<file path="src/rtl/mmu_macros.svh">
`ifndef MMU_MACROS_SVH
`define MMU_MACROS_SVH

// tlb depth
`define MMU_TLB_ENTRIES 16

// sv32 address split
`define MMU_OFFSET_W 12
`define MMU_VPN_PART_W 10
`define MMU_PTE_BYTES 4

// pte flag bit positions
`define MMU_PTE_V 0
`define MMU_PTE_R 1
`define MMU_PTE_W 2
`define MMU_PTE_X 3
`define MMU_PTE_U 4

// exception codes
`define MMU_EXC_LOAD_ACCESS 5'd5
`define MMU_EXC_STORE_ACCESS 5'd7
`define MMU_EXC_LOAD_PAGE 5'd13
`define MMU_EXC_STORE_PAGE 5'd15

`endif

</file>
<file path="src/rtl/mmu_pkg.sv">
`include "mmu_macros.svh"

package mmu_pkg;

   typedef logic [31:0] word_t;
   typedef logic [31:0] vaddr_t;
   typedef logic [31:0] paddr_t;

   // both vpn levels, the tlb tag
   typedef logic [2*`MMU_VPN_PART_W-1:0] vpn_t;

   // full pte ppn, top two bits dropped when forming an address
   typedef logic [21:0] ppn_t;

   typedef logic [9:0] pte_flags_t;
   typedef logic [3:0] wstrb_t;
   typedef logic [4:0] exc_code_t;

   typedef enum logic [1:0] {
      PRIV_U = 2'd0,
      PRIV_S = 2'd1,
      PRIV_M = 2'd3
   } priv_t;

   typedef enum logic {
      MEM_READ  = 1'b0,
      MEM_WRITE = 1'b1
   } mem_mode_t;

   typedef enum logic {
      CAUSE_FETCH = 1'b0,
      CAUSE_MEM   = 1'b1
   } req_cause_t;

   typedef enum logic [2:0] {
      ST_IDLE,
      ST_WALK_L1,
      ST_WALK_L0,
      ST_WAIT_MEM,
      ST_RESPOND
   } walk_state_t;

endpackage

</file>
<file path="src/rtl/req_capture.sv">
`timescale 1ns/1ns

module req_capture (
   input  logic                clk,
   input  logic                rstn,
   input  logic                fetch_request_enable,
   input  mmu_pkg::mem_mode_t  freq_mode,
   input  mmu_pkg::vaddr_t     freq_addr,
   input  mmu_pkg::word_t      freq_wdata,
   input  mmu_pkg::wstrb_t     freq_wstrb,
   input  logic                mem_request_enable,
   input  mmu_pkg::mem_mode_t  mreq_mode,
   input  mmu_pkg::vaddr_t     mreq_addr,
   input  mmu_pkg::word_t      mreq_wdata,
   input  mmu_pkg::wstrb_t     mreq_wstrb,
   input  logic                accept,
   output logic                req_valid,
   output mmu_pkg::req_cause_t sel_cause,
   output mmu_pkg::mem_mode_t  sel_mode,
   output mmu_pkg::vaddr_t     sel_addr,
   output mmu_pkg::word_t      sel_wdata,
   output mmu_pkg::wstrb_t     sel_wstrb,
   output mmu_pkg::req_cause_t held_cause,
   output mmu_pkg::mem_mode_t  held_mode,
   output mmu_pkg::vaddr_t     held_vaddr,
   output mmu_pkg::word_t      held_wdata,
   output mmu_pkg::wstrb_t     held_wstrb
);

   import mmu_pkg::*;

   // fetch wins a tie
   always_comb begin
      req_valid = fetch_request_enable | mem_request_enable;
      if (fetch_request_enable) begin
         sel_cause = CAUSE_FETCH;
         sel_mode  = freq_mode;
         sel_addr  = freq_addr;
         sel_wdata = freq_wdata;
         sel_wstrb = freq_wstrb;
      end else begin
         sel_cause = CAUSE_MEM;
         sel_mode  = mreq_mode;
         sel_addr  = mreq_addr;
         sel_wdata = mreq_wdata;
         sel_wstrb = mreq_wstrb;
      end
   end

   always_ff @(posedge clk) begin
      if (rstn) begin
         held_cause <= CAUSE_FETCH;
      end else if (accept) begin
         held_cause <= sel_cause;
      end
   end

   // used by the walk and the final access
   always_ff @(posedge clk) begin
      if (accept) begin
         held_mode  <= sel_mode;
         held_vaddr <= sel_addr;
         held_wdata <= sel_wdata;
         held_wstrb <= sel_wstrb;
      end
   end

endmodule

</file>
<file path="src/rtl/tlb.sv">
`timescale 1ns/1ns
`include "mmu_macros.svh"

module tlb #(
   parameter int NUM_ENTRIES = `MMU_TLB_ENTRIES
) (
   input  logic                clk,
   input  logic                rstn,
   input  mmu_pkg::vpn_t       lookup_vpn,
   input  logic                fill_en,
   input  mmu_pkg::vpn_t       fill_vpn,
   input  mmu_pkg::ppn_t       fill_ppn,
   input  mmu_pkg::pte_flags_t fill_flags,
   input  logic                flush,
   output logic                hit,
   output mmu_pkg::ppn_t       hit_ppn,
   output mmu_pkg::pte_flags_t hit_flags
);

   import mmu_pkg::*;

   localparam int IDX_W = $clog2(NUM_ENTRIES);

   logic [NUM_ENTRIES-1:0] valid;
   vpn_t                   tag   [NUM_ENTRIES];
   ppn_t                   ppn   [NUM_ENTRIES];
   pte_flags_t             flags [NUM_ENTRIES];
   logic [NUM_ENTRIES-1:0] fill_match;
   logic [IDX_W-1:0]       fill_idx;
   logic                   fill_we;

   ////////////////////////////////////////////////////////////
   // lookup, scanned downward so the lowest index wins
   always_comb begin
      hit       = 1'b0;
      hit_ppn   = '0;
      hit_flags = '0;
      for (int i = NUM_ENTRIES - 1; i >= 0; i--) begin
         if (valid[i] && tag[i] == lookup_vpn) begin
            hit       = 1'b1;
            hit_ppn   = ppn[i];
            hit_flags = flags[i];
         end
      end
   end

   ////////////////////////////////////////////////////////////
   // fill slot: lowest invalid entry, else entry 0
   always_comb begin
      fill_idx = '0;
      for (int i = NUM_ENTRIES - 1; i >= 0; i--) begin
         fill_match[i] = valid[i] && tag[i] == fill_vpn;
         if (!valid[i]) begin
            fill_idx = IDX_W'(i);
         end
      end
   end

   // already mapped, keep the old entry
   assign fill_we = fill_en && fill_match == '0;

   always_ff @(posedge clk) begin
      if (rstn) begin
         valid <= '0;
      end else if (flush) begin
         valid <= '0;
      end else if (fill_we) begin
         valid[fill_idx] <= 1'b1;
      end
   end

   always_ff @(posedge clk) begin
      if (fill_we) begin
         tag[fill_idx]   <= fill_vpn;
         ppn[fill_idx]   <= fill_ppn;
         flags[fill_idx] <= fill_flags;
      end
   end

endmodule

</file>
<file path="src/rtl/pte_check.sv">
`timescale 1ns/1ns
`include "mmu_macros.svh"

module pte_check (
   input  mmu_pkg::pte_flags_t pte_flags,
   input  mmu_pkg::req_cause_t cause,
   input  mmu_pkg::mem_mode_t  mode,
   input  mmu_pkg::priv_t      cpu_mode,
   input  logic                sum,
   output logic                pte_invalid,
   output logic                pte_leaf,
   output logic                perm_ok
);

   import mmu_pkg::*;

   logic mode_ok;
   logic op_ok;

   // w without r is a reserved encoding
   assign pte_invalid = !pte_flags[`MMU_PTE_V] ||
                        (pte_flags[`MMU_PTE_W] && !pte_flags[`MMU_PTE_R]);
   assign pte_leaf    = pte_flags[`MMU_PTE_R] || pte_flags[`MMU_PTE_X];

   always_comb begin
      case (cpu_mode)
         PRIV_U:  mode_ok = pte_flags[`MMU_PTE_U];
         // user pages from s-mode only with sum
         PRIV_S:  mode_ok = !pte_flags[`MMU_PTE_U] || sum;
         PRIV_M:  mode_ok = 1'b1;
         default: mode_ok = 1'b0;
      endcase
   end

   always_comb begin
      if (cause == CAUSE_FETCH) begin
         op_ok = pte_flags[`MMU_PTE_X];
      end else if (mode == MEM_READ) begin
         op_ok = pte_flags[`MMU_PTE_R];
      end else begin
         op_ok = pte_flags[`MMU_PTE_W];
      end
   end

   assign perm_ok = mode_ok && op_ok;

endmodule

</file>
<file path="src/rtl/walk_ctrl.sv">
`timescale 1ns/1ns
`include "mmu_macros.svh"

module walk_ctrl (
   input  logic                clk,
   input  logic                rstn,
   input  mmu_pkg::word_t      satp,
   input  mmu_pkg::priv_t      actual_cpu_mode,
   input  logic                flush_tlb,
   input  logic                response_enable,
   input  mmu_pkg::word_t      resp_data,
   input  logic                req_valid,
   input  mmu_pkg::req_cause_t sel_cause,
   input  mmu_pkg::mem_mode_t  sel_mode,
   input  mmu_pkg::vaddr_t     sel_addr,
   input  mmu_pkg::word_t      sel_wdata,
   input  mmu_pkg::wstrb_t     sel_wstrb,
   input  mmu_pkg::req_cause_t held_cause,
   input  mmu_pkg::mem_mode_t  held_mode,
   input  mmu_pkg::vaddr_t     held_vaddr,
   input  mmu_pkg::word_t      held_wdata,
   input  mmu_pkg::wstrb_t     held_wstrb,
   input  logic                hit,
   input  mmu_pkg::ppn_t       hit_ppn,
   input  mmu_pkg::pte_flags_t hit_flags,
   input  logic                pte_invalid,
   input  logic                pte_leaf,
   input  logic                perm_ok,
   output logic                accept,
   output mmu_pkg::pte_flags_t check_flags,
   output mmu_pkg::req_cause_t check_cause,
   output mmu_pkg::mem_mode_t  check_mode,
   output logic                fill_en,
   output mmu_pkg::vpn_t       fill_vpn,
   output mmu_pkg::ppn_t       fill_ppn,
   output mmu_pkg::pte_flags_t fill_flags,
   output logic                tlb_flush,
   output logic                request_enable,
   output mmu_pkg::mem_mode_t  req_mode,
   output mmu_pkg::paddr_t     req_addr,
   output mmu_pkg::word_t      req_wdata,
   output mmu_pkg::wstrb_t     req_wstrb,
   output logic                fetch_response_enable,
   output mmu_pkg::word_t      fresp_data,
   output logic                mem_response_enable,
   output mmu_pkg::word_t      mresp_data,
   output logic                exception_enable,
   output mmu_pkg::exc_code_t  exception_vec,
   output mmu_pkg::vaddr_t     exception_tval
);

   import mmu_pkg::*;

   walk_state_t state;
   walk_state_t state_next;
   logic        in_idle, in_walk, bypass;
   logic        access_fault, walk_fault, fault_go;
   logic        data_done, resp_fetch, resp_mem;
   req_cause_t  cur_cause;
   mem_mode_t   cur_mode;
   vaddr_t      cur_vaddr;
   word_t       cur_wdata;
   wstrb_t      cur_wstrb;
   exc_code_t   fault_code;
   logic        issue;
   logic        pte_read;
   paddr_t      issue_addr;
   paddr_t      leaf_paddr;

   // table base plus index times pte size
   function automatic paddr_t pte_addr(input logic [19:0] base,
                                       input logic [`MMU_VPN_PART_W-1:0] idx);
      pte_addr = {base, {`MMU_OFFSET_W{1'b0}}} + paddr_t'(idx) * `MMU_PTE_BYTES;
   endfunction

   assign in_idle = state == ST_IDLE;
   assign in_walk = state == ST_WALK_L1 || state == ST_WALK_L0;
   assign accept  = in_idle && req_valid;

   // live request while idle, held one afterwards
   assign cur_cause = in_idle ? sel_cause : held_cause;
   assign cur_mode  = in_idle ? sel_mode : held_mode;
   assign cur_vaddr = in_idle ? sel_addr : held_vaddr;
   assign cur_wdata = in_idle ? sel_wdata : held_wdata;
   assign cur_wstrb = in_idle ? sel_wstrb : held_wstrb;

   // bare mode, or a fetch in machine mode
   assign bypass = !satp[31] || (actual_cpu_mode == PRIV_M && sel_cause == CAUSE_FETCH);

   assign check_flags = in_idle ? hit_flags : resp_data[9:0];
   assign check_cause = cur_cause;
   assign check_mode  = cur_mode;

   ////////////////////////////////////////////////////////////
   // fault detection
   assign access_fault = accept && !flush_tlb && !bypass && hit && !perm_ok;
   // level-1 leaf needs ppn[0] zero, level-0 must be a leaf
   assign walk_fault = in_walk && response_enable &&
                       (pte_invalid || (pte_leaf && !perm_ok) ||
                        (state == ST_WALK_L1 && pte_leaf && resp_data[19:10] != '0) ||
                        (state == ST_WALK_L0 && !pte_leaf));
   assign fault_go  = access_fault || walk_fault;
   assign data_done = state == ST_WAIT_MEM && response_enable;

   always_comb begin
      if (access_fault) begin
         fault_code = (cur_mode == MEM_READ) ? `MMU_EXC_LOAD_ACCESS : `MMU_EXC_STORE_ACCESS;
      end else begin
         fault_code = (cur_mode == MEM_READ) ? `MMU_EXC_LOAD_PAGE : `MMU_EXC_STORE_PAGE;
      end
   end

   ////////////////////////////////////////////////////////////
   // leaf translation and tlb fill
   assign leaf_paddr = (state == ST_WALK_L1) ? {resp_data[29:20], held_vaddr[21:0]}
                                             : {resp_data[29:10], held_vaddr[11:0]};
   assign fill_en    = in_walk && response_enable && pte_leaf && !walk_fault;
   assign fill_vpn   = held_vaddr[31:12];
   assign fill_ppn   = (state == ST_WALK_L1) ? {resp_data[31:20], held_vaddr[21:12]}
                                             : resp_data[31:10];
   assign fill_flags = resp_data[9:0];
   assign tlb_flush  = accept && flush_tlb;

   ////////////////////////////////////////////////////////////
   // next state and bus request
   always_comb begin
      state_next = state;
      issue      = 1'b0;
      pte_read   = 1'b0;
      issue_addr = '0;
      case (state)
         ST_IDLE: begin
            if (accept) begin
               if (flush_tlb || access_fault) begin
                  state_next = ST_RESPOND;
               end else if (bypass || hit) begin
                  issue      = 1'b1;
                  issue_addr = bypass ? sel_addr : {hit_ppn[19:0], sel_addr[11:0]};
                  state_next = ST_WAIT_MEM;
               end else begin
                  issue      = 1'b1;
                  pte_read   = 1'b1;
                  issue_addr = pte_addr(satp[19:0], sel_addr[31:22]);
                  state_next = ST_WALK_L1;
               end
            end
         end
         ST_WALK_L1, ST_WALK_L0: begin
            if (response_enable) begin
               if (walk_fault) begin
                  state_next = ST_RESPOND;
               end else if (pte_leaf) begin
                  issue      = 1'b1;
                  issue_addr = leaf_paddr;
                  state_next = ST_WAIT_MEM;
               end else begin
                  // pointer to the level-0 table
                  issue      = 1'b1;
                  pte_read   = 1'b1;
                  issue_addr = pte_addr(resp_data[29:10], held_vaddr[21:12]);
                  state_next = ST_WALK_L0;
               end
            end
         end
         ST_WAIT_MEM: begin
            if (response_enable) begin
               state_next = ST_RESPOND;
            end
         end
         default: state_next = ST_IDLE;
      endcase
   end

   always_ff @(posedge clk) begin
      if (rstn) begin
         state          <= ST_IDLE;
         request_enable <= 1'b0;
         req_mode       <= MEM_READ;
         req_addr       <= '0;
         req_wdata      <= '0;
         req_wstrb      <= '0;
      end else begin
         state          <= state_next;
         request_enable <= issue;
         if (issue) begin
            req_mode  <= pte_read ? MEM_READ : cur_mode;
            req_addr  <= issue_addr;
            req_wdata <= pte_read ? '0 : cur_wdata;
            req_wstrb <= pte_read ? '0 : cur_wstrb;
         end
      end
   end

   ////////////////////////////////////////////////////////////
   // responses and exceptions, flush always answers on mem side
   assign resp_fetch = (fault_go || data_done) && cur_cause == CAUSE_FETCH;
   assign resp_mem   = ((fault_go || data_done) && cur_cause == CAUSE_MEM) || tlb_flush;

   always_ff @(posedge clk) begin
      if (rstn) begin
         fetch_response_enable <= 1'b0;
         fresp_data            <= '0;
         mem_response_enable   <= 1'b0;
         mresp_data            <= '0;
         exception_enable      <= 1'b0;
         exception_vec         <= '0;
         exception_tval        <= '0;
      end else begin
         fetch_response_enable <= resp_fetch;
         mem_response_enable   <= resp_mem;
         if (resp_fetch) begin
            fresp_data <= data_done ? resp_data : '0;
         end
         if (resp_mem) begin
            mresp_data <= data_done ? resp_data : '0;
         end
         if (fault_go) begin
            exception_enable <= 1'b1;
            exception_vec    <= fault_code;
            exception_tval   <= cur_vaddr;
         end else if (accept) begin
            exception_enable <= 1'b0;
            exception_vec    <= '0;
         end
      end
   end

endmodule

</file>
<file path="src/rtl/mmu_top.sv">
`timescale 1ns/1ns

module mmu_top (
   input  logic                clk,
   input  logic                rstn,
   input  mmu_pkg::word_t      satp,
   input  mmu_pkg::priv_t      cpu_mode,
   input  mmu_pkg::priv_t      actual_cpu_mode,
   input  logic                sum,
   input  logic                flush_tlb,
   input  logic                fetch_request_enable,
   input  mmu_pkg::mem_mode_t  freq_mode,
   input  mmu_pkg::vaddr_t     freq_addr,
   input  mmu_pkg::word_t      freq_wdata,
   input  mmu_pkg::wstrb_t     freq_wstrb,
   output logic                fetch_response_enable,
   output mmu_pkg::word_t      fresp_data,
   input  logic                mem_request_enable,
   input  mmu_pkg::mem_mode_t  mreq_mode,
   input  mmu_pkg::vaddr_t     mreq_addr,
   input  mmu_pkg::word_t      mreq_wdata,
   input  mmu_pkg::wstrb_t     mreq_wstrb,
   output logic                mem_response_enable,
   output mmu_pkg::word_t      mresp_data,
   output logic                exception_enable,
   output mmu_pkg::exc_code_t  exception_vec,
   output mmu_pkg::vaddr_t     exception_tval,
   output logic                request_enable,
   output mmu_pkg::mem_mode_t  req_mode,
   output mmu_pkg::paddr_t     req_addr,
   output mmu_pkg::word_t      req_wdata,
   output mmu_pkg::wstrb_t     req_wstrb,
   input  logic                response_enable,
   input  mmu_pkg::word_t      resp_data
);

   import mmu_pkg::*;

   // request capture
   logic       accept;
   logic       req_valid;
   req_cause_t sel_cause, held_cause;
   mem_mode_t  sel_mode, held_mode;
   vaddr_t     sel_addr, held_vaddr;
   word_t      sel_wdata, held_wdata;
   wstrb_t     sel_wstrb, held_wstrb;

   // tlb
   logic       hit;
   ppn_t       hit_ppn;
   pte_flags_t hit_flags;
   logic       fill_en;
   vpn_t       fill_vpn;
   ppn_t       fill_ppn;
   pte_flags_t fill_flags;
   logic       tlb_flush;

   // permission check
   pte_flags_t check_flags;
   req_cause_t check_cause;
   mem_mode_t  check_mode;
   logic       pte_invalid;
   logic       pte_leaf;
   logic       perm_ok;

   req_capture i_req_capture (.*);

   tlb i_tlb (
      .*,
      .lookup_vpn (sel_addr[31:12]),
      .flush      (tlb_flush)
   );

   pte_check i_pte_check (
      .*,
      .pte_flags (check_flags),
      .cause     (check_cause),
      .mode      (check_mode)
   );

   walk_ctrl i_walk_ctrl (.*);

endmodule

</file>
<file path="config.mk">
export PLATFORM = sky130hd
export DESIGN_NAME = mmu_top
export DESIGN_NICKNAME = d
export VERILOG_FILES = /design/src/rtl/mmu_pkg.sv /design/src/rtl/req_capture.sv /design/src/rtl/tlb.sv /design/src/rtl/pte_check.sv /design/src/rtl/walk_ctrl.sv /design/src/rtl/mmu_top.sv
export VERILOG_INCLUDE_DIRS = /design/src /design/src/rtl
export SDC_FILE = /design/constraint.sdc
export NUM_CORES = 2
export LEC_CHECK = 0
export BUFFER_PORTS_ARGS = -buffer_cell sky130_fd_sc_hd__buf_2
export CAP_MARGIN = 30
export CORE_ASPECT_RATIO = 2
export CORE_MARGIN = 5
export CORE_UTILIZATION = 56
export CTS_CLUSTER_DIAMETER = 40
export DETAILED_ROUTE_END_ITERATION = 16
export GPL_ROUTABILITY_DRIVEN = 0
export PLACE_DENSITY_LB_ADDON = 0.3
export SLEW_MARGIN = 5
export SYNTH_ARGS = -nofsm -noshare
export SYNTH_HDL_FRONTEND = slang
export SYNTH_SLANG_ARGS = --single-unit
</file>
<file path="constraint.sdc">
create_clock -name clk -period 14 [get_ports clk]
set_clock_uncertainty 0.15 [all_clocks]
set_input_delay 4.2 -clock clk [delete_from_list [all_inputs] [get_ports clk]]
set_output_delay 4.2 -clock clk [all_outputs]
set_load 0.1 [all_outputs]
</file>
==> impl_metrics.tcl <==
set metrics [dict create \
    htreeDepth 3 \
    grt_max_degree 94 \
    die_w_microns 212 \
    io_pins 387 \
    cts_max_path_buffers 3 \
    dieArea_sq_um 87500 \
    synth_simple_gate_area_share_pct 13.3 \
    dp_hpwl_mm 105 \
    worstMarginPinSlew_ns 1.07 \
    cts_resized 0 \
    synthDistinctLibCells 87 \
    first_iter_violations 3663 \
    fmax_ghz 0.0865 \
    worst_ep_arrival_time_ns 11.70 \
    crit_path_end_kind "flip-flop" \
    p_leak_nw 17.2 \
    hold_ws_ns 0.305 \
    synth_edf_count 789 \
    final_cell_mix "edfxtp_1, xnor2_1, buf_2" \
    post-cts-setup-buffers 0 \
    synthMuxAreaShare_pct 1.89 \
    setup_violations 0 \
    synthToLayoutAreaGrowth_pct 14.1 \
    hold_path_startpoint "i_walk_ctrl.req_addr[0]$_SDFFE_PP0P_" \
    synth_xor_area_share_pct 12.3 \
    synth_ff_type "edfxtp_1" \
    synthArstFlopShare_pct 0 \
    antenna_found_initial 6 \
    post-route-min-period_ns 11.56 \
    ctsHoldBuffers 0 \
    cts_buffers 81 \
    synth_top_family_by_area "simple AND/OR/NAND/NOR gates" \
    seq_area_frac_synth_pct 60.4 \
    clkSinkCount 980 \
    synth_fa_ha_area_share_pct 0 \
    wire_per_inst_microns 29.3 \
    mostFrequentLayoutCell "edfxtp_1" \
    drcViolationCount 0 \
    rsz0062_at_grt "false" \
    fin_crit_sh_pct 82.6 \
    io_buffer_count 374 \
    maxCapViolCount 0 \
    yosys_warnings 0 \
    finalWirelength_mm 155 \
    nets 4369 \
    grt_use_total_pct 34.5 \
    start_kind "input port" \
    hp-class "reg2reg" \
    slew_headroom_pct 28.4 \
    totalPowerFinal_mw 8.66 \
    initial_core_util_pct 56.2 \
    critical_path_class "in2reg" \
    die-height_microns 413 \
    drtPass1Iterations 6 \
    status "complete, no violations" \
    startpoint "fetch_request_enable" \
    core_sq_um 81100 \
    clock_latency_ns 0.67 \
    power.density_nw_per_um2 167 \
    num_rows 148 \
    overflow 0 \
    post_drt_via_cell_ratio 6.55 \
    worstPathRequired_ns 14.14 \
    avgSynthCellArea_sq_um 11.9 \
    slew_viol_final 0 \
    vias 34600 \
    ys_seq_elements 980 \
    critical_path.max_fanout 45 \
    synth_nets 4032 \
    clk_pin_slew_ns 0.07 \
    reg2reg_from "i_tlb.tag[12][16]$_DFFE_PP_" \
    synth-compound-area-share_pct 8.87 \
    finalHoldViolCount 0 \
    grt_pass1_vias 34800 \
    setup_slack_ns 2.44 \
    vdd_drop_max_mv 0.182 \
    ant_nets 0 \
    grt_pass1_wl_mm 223 \
    drive_gt1_share_pct 18.4 \
    root_buffer "clkbuf_16" \
    post-place-ws_ns 1.78 \
    syn_area_sq_um 45600 \
    postSynthCellCount 3819 \
    cts_tree "yes" \
    tns_ns 0 \
]
[state kept, by name, indices dropped and copies added, names as in the netlist, 3 cells and up]
register,cells
i_walk_ctrl.fresp_data,32
i_req_capture.held_wdata,32
i_walk_ctrl.req_wdata,32
i_walk_ctrl.mresp_data,32
i_walk_ctrl.exception_tval,32
i_walk_ctrl.state,3
i_req_capture.held_vaddr,32
i_tlb.tag,320
i_walk_ctrl.req_addr,32
i_tlb.ppn,320
i_walk_ctrl.exception_vec,3
i_req_capture.held_wstrb,4
i_tlb.valid,16
i_walk_ctrl.req_wstrb,4
i_tlb.flags,80
[per-layer routing]
metal	track usage (%)	up-vias	part of all wire (%)	wire [microns]
met5	0	-	0.034	52
met4	26.4	6	9.9	15300
met3	7.21	678	9.2	14200
met2	58.7	2218	49	76400
met1	37.4	16900	32	48900
li1	-	14800	-	-
[Yosys cell counts (20+ instances only)]
library cell  count  share of area (%)
or3_1            20               0.27
buf_4            35               0.58
a21o_1           21               0.35
o22ai_1          28               0.38
dfxtp_1         191                8.4
xor2_1           84                1.6
buf_2            25               0.27
a221oi_1         24               0.46
nor2_1          246                2.0
o21ai_0         126                1.4
xnor2_1         557                 11
edfxtp_1        789                 52
mux2_2           49                1.2
a221o_1          34               0.75
o221ai_1         23               0.44
a311oi_1         25               0.48
o41ai_1          43               0.83
mux2i_1          31               0.68
nand2_1         293                2.4
buf_1            22               0.18
nand3b_1         40               0.66
nor3_1          105                1.2
inv_1            71               0.58
clkbuf_1        177                1.5
a21oi_1         113                1.2
nand4_1         119                1.6
nand3_1         134                1.5
nand2b_1         36               0.49
a22oi_1          22               0.36
nor4_1          144                2.0
[path summary, 6_finish.rpt]
| path | cells past startpoint | endpoint | slack (ns) |
|---|---|---|---|
| max | 19 | i_tlb.ppn[13][5]$_DFFE_PP_ | 2.44 |
| min | 2 | i_walk_ctrl.req_addr[0]$_SDFFE_PP0P_ | 0.31 |
| max reg2reg | 14 | i_tlb.ppn[13][5]$_DFFE_PP_ | 7.20 |
| min reg2reg | 2 | i_walk_ctrl.req_addr[0]$_SDFFE_PP0P_ | 0.31 |
[cells by family (layout without fill, tap and decap cells)]
group / Yosys count / after routing
AOI/OAI and AO/OA: 577 / 577
xor gates and xnor gates: 641 / 641
buffers and inverters: 335 / 740
DFF: 980 / 980
muxes: 80 / 80
other: 1 / 5
and+or+nand+nor: 1205 / 1205
[cell type report]
cell class | count | area [sq um]
diodes | 4 | 10.0
clock buffers | 103 | 2180
clock inverters | 48 | 513
multi-input cells | 2504 | 17000
well taps | 1050 | 1310
repair buffers | 518 | 3150
inverters | 71 | 268
flip-flops and latches | 980 | 27500
fillers | 6219 | 29100
[stage by stage]
stage	utilization, %	cell area [sq um]	cells
floorplan	-	45600	3819
global placement	60.4	49000	5107
detailed placement	60.6	49200	5117
CTS	63.9	51900	5268
global route	64.1	52000	5275
finish	64.1	52000	5278
[report_power, final]
| part | internal [mW] | switching (mW) |
|---|---|---|
| logic | 0.659 | 2.05 |
| clock network | 1.27 | 1.08 |
| registers | 3.48 | 0.113 |
| total | 5.41 | 3.25 |
[worst max-delay path: stages]
cell,delay [ns]
buf_4,0.65
mux2i_4,0.91
buf_4,0.31
xnor2_1,0.10
nor4_1,0.36
nand4_1,0.48
or2_0,0.36
buf_4,0.24
nor2_1,0.12
a31oi_1,0.05
a311oi_1,0.88
o21ai_1,0.38
a2111oi_0,0.44
and4_1,0.46
nand2_4,0.14
or3_1,0.50
buf_16,0.23
nor3_2,0.18
buf_4,0.57
(Power assumes the default switching activity.)
